`src/source/rename_pkg.sv`:
```
package rename_pkg;

    // register file sizes
    localparam int NUM_REGS   = 64;
    localparam int PHYS_W     = $clog2(NUM_REGS);
    localparam int ARCH_W     = 5;
    localparam int NUM_ARCH   = 2 ** ARCH_W;
    localparam int FREE_DEPTH = NUM_REGS - NUM_ARCH;

    // free list pointers carry one wrap bit above the index
    localparam int FL_IDX_W = $clog2(FREE_DEPTH);
    localparam int FL_PTR_W = FL_IDX_W + 1;

    // writeback ports that can wake a register
    localparam int NUM_WAKE = 3;

    // RV32I major opcodes
    localparam logic [6:0] OP_LUI    = 7'b0110111;
    localparam logic [6:0] OP_AUIPC  = 7'b0010111;
    localparam logic [6:0] OP_JAL    = 7'b1101111;
    localparam logic [6:0] OP_JALR   = 7'b1100111;
    localparam logic [6:0] OP_BRANCH = 7'b1100011;
    localparam logic [6:0] OP_LOAD   = 7'b0000011;
    localparam logic [6:0] OP_STORE  = 7'b0100011;
    localparam logic [6:0] OP_IMM    = 7'b0010011;
    localparam logic [6:0] OP_REG    = 7'b0110011;

    typedef logic [PHYS_W-1:0] phys_t;
    typedef logic [ARCH_W-1:0] arch_t;

    typedef struct packed {
        logic [6:0] funct7;
        arch_t      rs2;
        arch_t      rs1;
        logic [2:0] funct3;
        arch_t      rd;
        logic [6:0] opcode;
    } r_fmt_t;

    // same layout, but bits 11:7 are immediate in stores and branches
    typedef struct packed {
        logic [6:0] imm_hi;
        arch_t      rs2;
        arch_t      rs1;
        logic [2:0] funct3;
        logic [4:0] imm_lo;
        logic [6:0] opcode;
    } s_fmt_t;

    typedef union packed {
        r_fmt_t r_fmt;
        s_fmt_t s_fmt;
    } instr_u;

    typedef struct packed {
        logic   valid;
        instr_u instr;
    } rename_req_t;

    typedef struct packed {
        logic  valid;
        phys_t prs1;
        phys_t prs2;
        phys_t prd;
        logic  rs1_ready;
        logic  rs2_ready;
        logic  has_rd;
        phys_t old_prd;
    } renamed_t;

    typedef struct packed {
        logic  valid;
        arch_t arch;
        phys_t phys;
    } wakeup_t;

    typedef struct packed {
        logic  valid;
        logic  has_rd;
        arch_t arch;
        phys_t phys;
    } commit_t;

endpackage

```
`src/source/rename_decode.sv`:
```
module rename_decode (
    input  rename_pkg::instr_u instr,
    output rename_pkg::arch_t  arch_rs1,
    output rename_pkg::arch_t  arch_rs2,
    output rename_pkg::arch_t  arch_rd,
    output logic               writes_rd
);
    import rename_pkg::*;

    logic [6:0] opcode;
    logic       use_rs1;
    logic       use_rs2;
    logic       is_sb;

    assign opcode = instr.r_fmt.opcode;

    // opcode class decides which fields are real registers
    always_comb
    begin
        writes_rd = 1'b0;
        use_rs1   = 1'b0;
        use_rs2   = 1'b0;
        is_sb     = 1'b0;
        case (opcode)
            OP_REG:
            begin
                writes_rd = 1'b1;
                use_rs1   = 1'b1;
                use_rs2   = 1'b1;
            end
            OP_IMM, OP_LOAD, OP_JALR:
            begin
                writes_rd = 1'b1;
                use_rs1   = 1'b1;
            end
            OP_LUI, OP_AUIPC, OP_JAL:
            begin
                writes_rd = 1'b1;
            end
            OP_STORE, OP_BRANCH:
            begin
                use_rs1 = 1'b1;
                use_rs2 = 1'b1;
                is_sb   = 1'b1;
            end
            default:
            begin
                writes_rd = 1'b0;
            end
        endcase
    end

    // S and B words go through the s view, rd slot there holds imm_lo
    always_comb
    begin
        if (is_sb)
        begin
            arch_rs1 = instr.s_fmt.rs1;
            arch_rs2 = instr.s_fmt.rs2;
            arch_rd  = '0;
        end
        else
        begin
            arch_rs1 = use_rs1 ? instr.r_fmt.rs1 : '0;
            arch_rs2 = use_rs2 ? instr.r_fmt.rs2 : '0;
            arch_rd  = writes_rd ? instr.r_fmt.rd : '0;
        end
    end

endmodule

```
`src/source/rat.sv`:
```
module rat (
    input  logic                clk,
    input  logic                rst,
    input  logic                flush,
    input  rename_pkg::phys_t   committed_map [rename_pkg::NUM_ARCH],
    input  rename_pkg::arch_t   arch_rs1,
    input  rename_pkg::arch_t   arch_rs2,
    input  rename_pkg::arch_t   arch_rd,
    input  logic                alloc,
    input  rename_pkg::phys_t   alloc_phys,
    input  rename_pkg::wakeup_t wake_alu,
    input  rename_pkg::wakeup_t wake_mul,
    input  rename_pkg::wakeup_t wake_ldst,
    output rename_pkg::phys_t   prs1,
    output rename_pkg::phys_t   prs2,
    output rename_pkg::phys_t   old_prd,
    output logic                rs1_ready,
    output logic                rs2_ready
);
    import rename_pkg::*;

    // speculative arch to phys map
    phys_t               map [NUM_ARCH];
    // one ready bit per physical register
    logic [NUM_REGS-1:0] ready;
    wakeup_t             wakes [NUM_WAKE];

    assign wakes[0] = wake_alu;
    assign wakes[1] = wake_mul;
    assign wakes[2] = wake_ldst;

    always_ff @(posedge clk)
    begin
        if (rst)
        begin
            // x_i maps to p_i out of reset
            for (int i = 0; i < NUM_ARCH; i++)
            begin
                map[i] <= phys_t'(i);
            end
            ready <= '1;
        end
        else if (flush)
        begin
            for (int i = 0; i < NUM_ARCH; i++)
            begin
                map[i] <= committed_map[i];
            end
            ready <= '1;
        end
        else
        begin
            for (int w = 0; w < NUM_WAKE; w++)
            begin
                if (wakes[w].valid && (wakes[w].arch != '0))
                begin
                    ready[wakes[w].phys] <= 1'b1;
                end
            end
            // placed after the wakeups so a same-cycle allocation wins
            if (alloc && (arch_rd != '0))
            begin
                map[arch_rd]      <= alloc_phys;
                ready[alloc_phys] <= 1'b0;
            end
        end
    end

    // lookups see the map before this cycle's update
    always_comb
    begin
        prs1      = (arch_rs1 == '0) ? '0 : map[arch_rs1];
        prs2      = (arch_rs2 == '0) ? '0 : map[arch_rs2];
        old_prd   = (arch_rd == '0) ? '0 : map[arch_rd];
        rs1_ready = (arch_rs1 == '0) ? 1'b1 : ready[prs1];
        rs2_ready = (arch_rs2 == '0) ? 1'b1 : ready[prs2];
    end

endmodule

```
`src/source/free_list.sv`:
```
module free_list (
    input  logic              clk,
    input  logic              rst,
    input  logic              flush,
    input  logic              pop,
    input  logic              commit_alloc,
    input  logic              push,
    input  rename_pkg::phys_t push_phys,
    output rename_pkg::phys_t free_phys,
    output logic              empty
);
    import rename_pkg::*;

    phys_t               entries [FREE_DEPTH];
    logic [FL_PTR_W-1:0] wr_ptr;
    logic [FL_PTR_W-1:0] spec_rd_ptr;
    logic [FL_PTR_W-1:0] cmt_rd_ptr;
    logic                do_pop;

    // same index with the wrap bit equal means nothing left to hand out
    assign empty  = (spec_rd_ptr == wr_ptr);
    assign do_pop = pop && !empty && !flush;

    assign free_phys = entries[spec_rd_ptr[FL_IDX_W-1:0]];

    // storage starts filled with every register above the arch range
    always_ff @(posedge clk)
    begin
        if (rst)
        begin
            for (int i = 0; i < FREE_DEPTH; i++)
            begin
                entries[i] <= phys_t'(NUM_ARCH + i);
            end
        end
        else if (push)
        begin
            entries[wr_ptr[FL_IDX_W-1:0]] <= push_phys;
        end
    end

    always_ff @(posedge clk)
    begin
        if (rst)
        begin
            // full queue, write pointer one lap ahead
            wr_ptr      <= FL_PTR_W'(FREE_DEPTH);
            spec_rd_ptr <= '0;
            cmt_rd_ptr  <= '0;
        end
        else
        begin
            if (push)
            begin
                wr_ptr <= wr_ptr + FL_PTR_W'(1);
            end

            if (commit_alloc)
            begin
                cmt_rd_ptr <= cmt_rd_ptr + FL_PTR_W'(1);
            end

            // rewind hands back everything allocated past the last commit
            if (flush)
            begin
                spec_rd_ptr <= cmt_rd_ptr;
            end
            else if (do_pop)
            begin
                spec_rd_ptr <= spec_rd_ptr + FL_PTR_W'(1);
            end
        end
    end

endmodule

```
`src/source/rrf.sv`:
```
module rrf (
    input  logic                clk,
    input  logic                rst,
    input  rename_pkg::commit_t commit,
    output rename_pkg::phys_t   committed_map [rename_pkg::NUM_ARCH],
    output logic                release_valid,
    output logic                commit_alloc,
    output rename_pkg::phys_t   release_phys
);
    import rename_pkg::*;

    // x0 commits never touch the map
    assign commit_alloc = commit.valid && commit.has_rd && (commit.arch != '0);

    always_ff @(posedge clk)
    begin
        if (rst)
        begin
            for (int i = 0; i < NUM_ARCH; i++)
            begin
                committed_map[i] <= phys_t'(i);
            end
            release_valid <= 1'b0;
        end
        else
        begin
            release_valid <= commit_alloc;
            if (commit_alloc)
            begin
                committed_map[commit.arch] <= commit.phys;
            end
        end
    end

    // old committed entry goes back to the free list one edge later
    always_ff @(posedge clk)
    begin
        if (commit_alloc)
        begin
            release_phys <= committed_map[commit.arch];
        end
    end

endmodule

```
`src/source/rename_top.sv`:
```
module rename_top (
    input  logic                    clk,
    input  logic                    rst,
    input  rename_pkg::rename_req_t req,
    input  rename_pkg::wakeup_t     wake_alu,
    input  rename_pkg::wakeup_t     wake_mul,
    input  rename_pkg::wakeup_t     wake_ldst,
    input  rename_pkg::commit_t     commit,
    input  logic                    flush,
    output rename_pkg::renamed_t    out,
    output logic                    stall
);
    import rename_pkg::*;

    arch_t arch_rs1;
    arch_t arch_rs2;
    arch_t arch_rd;
    logic  writes_rd;
    logic  has_rd;
    logic  alloc;
    phys_t free_phys;
    logic  empty;
    phys_t prs1;
    phys_t prs2;
    phys_t old_prd;
    logic  rs1_ready;
    logic  rs2_ready;
    phys_t committed_map [NUM_ARCH];
    logic  release_valid;
    logic  commit_alloc;
    phys_t release_phys;

    rename_decode u_decode (
        .instr     (req.instr),
        .arch_rs1  (arch_rs1),
        .arch_rs2  (arch_rs2),
        .arch_rd   (arch_rd),
        .writes_rd (writes_rd)
    );

    assign has_rd = writes_rd && (arch_rd != '0);
    assign stall  = req.valid && writes_rd && empty;
    // flush beats a pending request
    assign alloc  = req.valid && has_rd && !empty && !flush;

    rat u_rat (
        .clk           (clk),
        .rst           (rst),
        .flush         (flush),
        .committed_map (committed_map),
        .arch_rs1      (arch_rs1),
        .arch_rs2      (arch_rs2),
        .arch_rd       (arch_rd),
        .alloc         (alloc),
        .alloc_phys    (free_phys),
        .wake_alu      (wake_alu),
        .wake_mul      (wake_mul),
        .wake_ldst     (wake_ldst),
        .prs1          (prs1),
        .prs2          (prs2),
        .old_prd       (old_prd),
        .rs1_ready     (rs1_ready),
        .rs2_ready     (rs2_ready)
    );

    free_list u_free_list (
        .clk          (clk),
        .rst          (rst),
        .flush        (flush),
        .pop          (alloc),
        .commit_alloc (commit_alloc),
        .push         (release_valid),
        .push_phys    (release_phys),
        .free_phys    (free_phys),
        .empty        (empty)
    );

    rrf u_rrf (
        .clk           (clk),
        .rst           (rst),
        .commit        (commit),
        .committed_map (committed_map),
        .release_valid (release_valid),
        .commit_alloc  (commit_alloc),
        .release_phys  (release_phys)
    );

    // renamed view, sources come from the map before this rename lands
    always_comb
    begin
        out.valid     = req.valid && !stall && !flush;
        out.prs1      = prs1;
        out.prs2      = prs2;
        out.prd       = has_rd ? free_phys : '0;
        out.rs1_ready = rs1_ready;
        out.rs2_ready = rs2_ready;
        out.has_rd    = has_rd;
        out.old_prd   = old_prd;
    end

endmodule

```
`config.mk`:
```
export PLATFORM = sky130hd
export DESIGN_NAME = rename_top
export DESIGN_NICKNAME = d
export VERILOG_FILES = /design/src/source/rename_pkg.sv /design/src/source/rename_decode.sv /design/src/source/rat.sv /design/src/source/free_list.sv /design/src/source/rrf.sv /design/src/source/rename_top.sv
export SDC_FILE = /design/constraint.sdc
export NUM_CORES = 2
export LEC_CHECK = 0
export BUFFER_PORTS_ARGS = -buffer_cell sky130_fd_sc_hd__buf_2
export CAP_MARGIN = 40
export CORE_MARGIN = 5
export CORE_UTILIZATION = 29
export CTS_CLUSTER_DIAMETER = 60
export DETAILED_ROUTE_END_ITERATION = 7
export GPL_TIMING_DRIVEN = 0
export PLACE_DENSITY = 0.39
export SLEW_MARGIN = 20
export SYNTH_ARGS = -nofsm -noshare
export SYNTH_HDL_FRONTEND = slang
export SYNTH_SLANG_ARGS = --single-unit
```
`constraint.sdc`:
```
create_clock -name clk -period 6.6 [get_ports clk]
set_input_delay 0.66 -clock clk [delete_from_list [all_inputs] [get_ports clk]]
set_output_delay 0.66 -clock clk [all_outputs]
set_load 0.02 [all_outputs]
```
== Yosys cells after proc, flatten, opt, wreduce, memory -nomap -nowiden ==
Memories as Yosys holds them, arrays and structs flattened. A register that Yosys moved wholly into a read port is not among the register bits.
Cells that the tools add are included.

* Bits in writable memories: 384
* Bits of input ports: 85
* Memories: 2
* Register bits after elaboration: 281

{| class="wikitable"
|+ Memories
! memory !! words !! bits a word !! rd ports !! clocked after Yosys merged registers in !! write ports !! RTL line !! text
|-
| u_free_list.entries || 32 || 6 || 1 || 1 || 32 || free_list.sv:14 || <nowiki>phys_t entries [FREE_DEPTH];</nowiki>
|-
| u_rat.map || 32 || 6 || 3 || 0 || 32 || rat.sv:23 || <nowiki>phys_t map [NUM_ARCH];</nowiki>
|}

* Mux-type cells: 98
* $lt $le $gt $ge: 12
* $add $sub $neg: 3
* Equal/unequal tests: 10
* Bitwise logic cells: 38
* Reduce and logical (&&, ||, !) cells: 40

{| class="wikitable"
|+ Operators with widths
! cell !! count
|-
| $mux 64 || 10
|-
| $mux 6 || 43
|-
| $bwmux 192 || 1
|-
| $or 64x64->64 || 3
|-
| $and 64x64->64 || 1
|-
| $not 64->64 || 1
|-
| $mux 5 || 10
|-
| $lt 6x7->1 const B || 6
|-
| $or 1x1->1 || 32
|-
| $bmux 6 s5 || 1
|-
| $demux 6 s5 || 1
|-
| $mux 1 || 26
|-
| $reduce_bool 5->1 || 5
|-
| $demux 1 s6 || 4
|-
| $ge 6x1->1 const B || 4
|-
| $eq 7x6->1 const B || 3
|-
| $eq 7x7->1 const B || 3
|-
| $logic_and 1x1->1 || 21
|-
| $add 6x1->6 const B || 3
|-
| $reduce_or 6->1 || 3
|-
| $logic_not 5->1 || 3
|-
| $eq 7x5->1 const B || 2
|-
| $bmux 1 s6 || 2
|-
| $eq 7x2->1 const B || 1
|-
| other kinds (9) || 12
|}

== Depth between registers and ports, before layout ==
* Word-level depth: 18
* Depth in mapped cells: 17
* Depth with buffers taken out: 13

== By module ==
A second synthesis with hierarchy kept.

* Cell total of the unflattened synthesis: 3521
* Area total of the unflattened synthesis: 37440.9 µm²

{| class="wikitable"
|+ By module, submodules not included
! module !! instances !! seq. area each (µm²) !! cells an instance !! area each (µm²)
|-
| rat || 1 || 7046.8 || 1729 || 18159.9
|-
| free_list || 1 || 6226.0 || 715 || 9903.2
|-
| rrf || 1 || 4043.9 || 1026 || 9028.7
|-
| rename_decode || 1 || 0.0 || 27 || 202.7
|-
| rename_top || 1 || 0.0 || 24 || 146.4
|}

== Worst setup path before layout ==
No wires, ideal clock.

* Path type: input to output
* Start point: input port req[6] in the netlist's numbering
* End point: output port out[8] in the netlist's numbering
* Slack: 2053 ps
* Stages: 12
* Buffers on the path: 3
* Arrival: 3887 ps
* Path through: buf_6 or2_1 buf_2 a211oi_2 a21oi_1 o22a_1 o41ai_1 nor3_1 a22oi_1 o311ai_1 a311oi_1 buf_4

{| class="wikitable"
|+ RTL lines
! what !! RTL line !! text
|-
| start: declaration || rename_top.sv:4 || <nowiki>input rename_pkg::rename_req_t req,</nowiki>
|-
| end: declaration || rename_top.sv:10 || <nowiki>output rename_pkg::renamed_t out,</nowiki>
|}

== Final worst setup path ==
* Start point: input port req[15] in the netlist's numbering
* End point: output port out[8] in the netlist's numbering

* Cells in the longest elaborated chain, start to end: 7
* Elaborated cells between the ends (all ways): 8
* Classes of those cells: mux: 6; reduce/logical: 1; memory: 1

{| class="wikitable"
|+ RTL lines
! what !! RTL line !! text
|-
| $mux 5 || rename_decode.sv:64 || <nowiki>arch_rs1 = use_rs1 ? instr.r_fmt.rs1 : '0;</nowiki>
|-
| $mux 5 (*) || rename_decode.sv:56 || <nowiki>if (is_sb)</nowiki>
|-
| $mem_v2 32x6 or $logic_not 5->1 (tied branches) || -- ||
|-
| $mux 6 || rat.sv:72 || <nowiki>prs1 = (arch_rs1 == '0) ? '0 : map[arch_rs1];</nowiki>
|-
| $bmux 1 s6 || rat.sv:75 || <nowiki>rs1_ready = (arch_rs1 == '0) ? 1'b1 : ready[prs1];</nowiki>
|-
| $mux 1 (not written as such) || rat.sv:75 ||
|-
| $mux 1 (*) || rat.sv:75 ||
|}

Every way passes the cells marked *; elsewhere a longest branch is shown, timed or not. The select of a mux whose other input is x is not followed.

==> impl_results.md <==
* Status: complete, no violations
* Nature of the critical path startpoint: input pin
* Synth Register Bits at 670
* Worst setup margin at approximately 0.23 ns
* Global Route Usage Sum at 0.273
* Seq/Total Area, Yosys at 0.464
* Total Power at 10.5 mW
* Via density per instance at around 5.9
* Total setup buffers inserted after CTS at 0
* Largest net degree at the start of global routing at 15
* Mapped Cells at 3,665
* Synth unique cells at slightly above 90
* Hold Vio Cnt, Final at 0
* Post-layout min period at roughly 6.4 ns
* Max-slew violation count at 0
* CP max FO at 10
* Die W at 369 µm
* Highest clock rate at around 160 MHz
* Most common cell in the netlist: edfxtp_1
* DRT antenna net count at 0
* Area grow syn2layout at 17.2%
* Synth top area cells: edfxtp_1, dfxtp_1, mux4_2, mux2i_1, o21ai_0
* CTS Sinks at between 600 and 700
* Clk_lat worst skew at between 0.7 and 0.8 ns
* Syn. warnings at 0
* Cell Rows at ~130
* First-pass GRT wire length at around 260,000 µm
* Setup TNS at 0 ns
* Leak at 14.0 nW
* Cts repair resizes at 0
* Hold crit path type: in -> reg
* Final wirelength at 191,000 µm
* Avg Cell Area, Syn at 10.2 µm²
* Core ar. at 0.128 mm²
* IR drop worst, VDD at ~0.17 mV
* Clk slew on worst S/H paths at 0.06 ns
* RSZ-0062 raised after global routing: no
* Switching power at about 2.8 mW
* IO Pins at between 100 and 150
* Max-slew headroom at 0.368
* Crit path DAT at 5.71 ns
* Power Internal at roughly 7.7 mW
* Layout cells sized above 1 at 0.152
* Worst setup path class: in -> out
* Post-synth top cells: edfxtp_1, nand2_1, nor2_1, o21ai_0, mux2i_1
* Buffers on Ports at 80
* Mapped Nets at 3,756
* Vias in the first global route at 31,584
* H-tree Lvls at 3
* Worst-margin pin slew at 0.948 ns
* Root buffer cell: clkbuf_16
* 1st-pass router iterations at 8
* Combinational share of power at 0.086
* WL per Instance at around 34 µm
* Dominant synthesized flop cell: edfxtp_1
* Initial antenna violation count at 10
* Top-area cell type share of the netlist area at 0.314
* Setup violators final at 0
* CTS tree: yes
* EDFF count, synth at between 300 and 400
* Period utilisation layout at 0.966
* Clock Skews at 0.0357 ns
* # nets final at 4,015
* Die Height at between 300 and 400 µm
* Critical Path RT at about 6 ns
* Post-synth ARST share at 0
* Effective utilization at floorplan at 0.292
* Initial drt markers at between 4,000 and 5,000
* Largest area contributor in the netlist: edfxtp_1
* Cts hold-fix bufs at 0
* Sw Share at 0.269
* Number of CTS-inserted buffers at ~90
* Maxcap violations at 0
* Dpl ws at between 0.3 and 0.4 ns
* Drt drc at 0
* Congestion Overflow GR at 0
* GP Congestion at about 0.99
* Power Density at 240 mW/mm²
* Die area at between 0.1 and 0.15 mm²
* Mapped cell area at around 0.037 mm²
* Hpwl dp at around 150,000 µm
* Post-layout util at 0.343
* CP Capture Type: primary output
* Total number of vias at between 30,000 and 40,000
* WHS at 0.273 ns
* Reg power frac at 0.435
* Clk pwr share at 0.479
* Clock tree buffer depth at 3
[critical path: stages]
cell	delay, ns
buf_2	0.16
buf_2	0.39
buf_2	0.41
nand2b_1	0.15
clkbuf_1	0.70
a2bb2oi_1	0.27
a21oi_1	0.10
o22ai_1	0.73
a2bb2oi_2	0.39
mux2_2	0.37
a221oi_1	0.55
o311ai_1	0.15
a311oi_1	0.34
buf_4	0.16
buf_2	0.15
[cell families (layout without fill, tap and decap cells)]
| logic type | count (synthesis) | in the layout | synth area share |
|---|---|---|---|
| multiplexers | 493 | 493 | 0.180 |
| flip-flops | 670 | 670 | 0.464 |
| AO/OA/AOI/OAI | 907 | 907 | 0.158 |
| XOR/XNOR | 17 | 17 | 0.00399 |
| adder cells (fa/ha/maj) | 6 | 6 | 0.00201 |
| AND/OR/NAND/NOR | 1198 | 1198 | 0.151 |
| buffers and inverters | 374 | 706 | 0.0413 |
| other | 0 | 5 | 0 |
[path summary, 6_finish.rpt]
check	startpoint	endpoint	slack, ns	cells past startpoint
setup / recovery	req[15]	out[8]	0.23	15
hold / removal	commit[4]	u_rrf.committed_map[46]	0.27	2
setup reg to reg	flip-flop	u_rat.map[3][5]	1.58	9
hold reg to reg	u_rrf.committed_map[190]	u_rrf.committed_map[190]	0.48	1
[layer usage]
metal / part of all wire / vias up / GRT usage
li1: - / 14383 / -
met1: 0.46 / 16994 / 0.404
met2: 0.42 / 1917 / 0.391
met3: 0.084 / 357 / 0.0542
met4: 0.041 / 4 / 0.103
met5: 0.00012 / - / 0
[layout by cell type (no fill, tap or decap), drive strengths merged, types with 14 or more instances in the layout]
cell type / instances
clkbuf: 360
or2: 14
mux2i: 304
mux4: 137
o221ai: 77
mux2: 52
o211ai: 27
dfxtp: 280
edfxtp: 390
o22ai: 35
inv: 45
nand2b: 17
nand3b: 18
nor2b: 67
o21ai: 327
a31oi: 25
nand3: 78
nand2: 379
buf: 249
a221oi: 38
a21oi: 181
nor2: 341
and2: 47
a211o: 49
nand4: 15
clkinv: 41
or3: 71
nor3: 84
a211oi: 30
a22oi: 14
[state kept, by name, summed over array words and instances, names as in the netlist, named ones only]
name                     flops
u_rat.map                  192
u_rrf.committed_map        192
u_rrf.release_phys           6
u_rrf.release_valid          1
u_free_list.entries        192
u_rat.ready                 64
u_free_list.cmt_rd_ptr       6
u_free_list.wr_ptr           6
u_free_list.spec_rd_ptr      6
[per-stage QoR]
| step | instances | area [µm²] |
|---|---|---|
| floorplan | 3665 | 37300 |
| global placement | 5407 | 39800 |
| detailed placement | 5481 | 40500 |
| CTS | 5645 | 43600 |
| global route | 5660 | 43700 |
| finish | 5664 | 43700 |
[layout make-up]
class                           count  area, µm²
Antenna cell                        5       12.5
Buffer                            336       1400
Clock buffer                      105       2370
Clock inverter                     59        707
Fill cell                       13033      83900
Inverter                           38        143
Multi-Input combinational cell   2621      18500
Sequential cell                   670      17300
Tap cell                         1662       2080
Timing Repair Buffer              168       1170
[power groups by stage]
| stage | registers [mW] | clock network, mW | logic (mW) |
|---|---|---|---|
| after global placement | 4.65 | 0 | 0.849 |
| after CTS | 4.56 | 5.10 | 0.881 |
| final | 4.57 | 5.03 | 0.898 |
| after detailed placement | 4.65 | 0 | 0.878 |
| after floorplan | 4.58 | 0 | 0.482 |
| after global routing | 4.56 | 5.28 | 0.934 |
(Power assumes the default switching activity.)
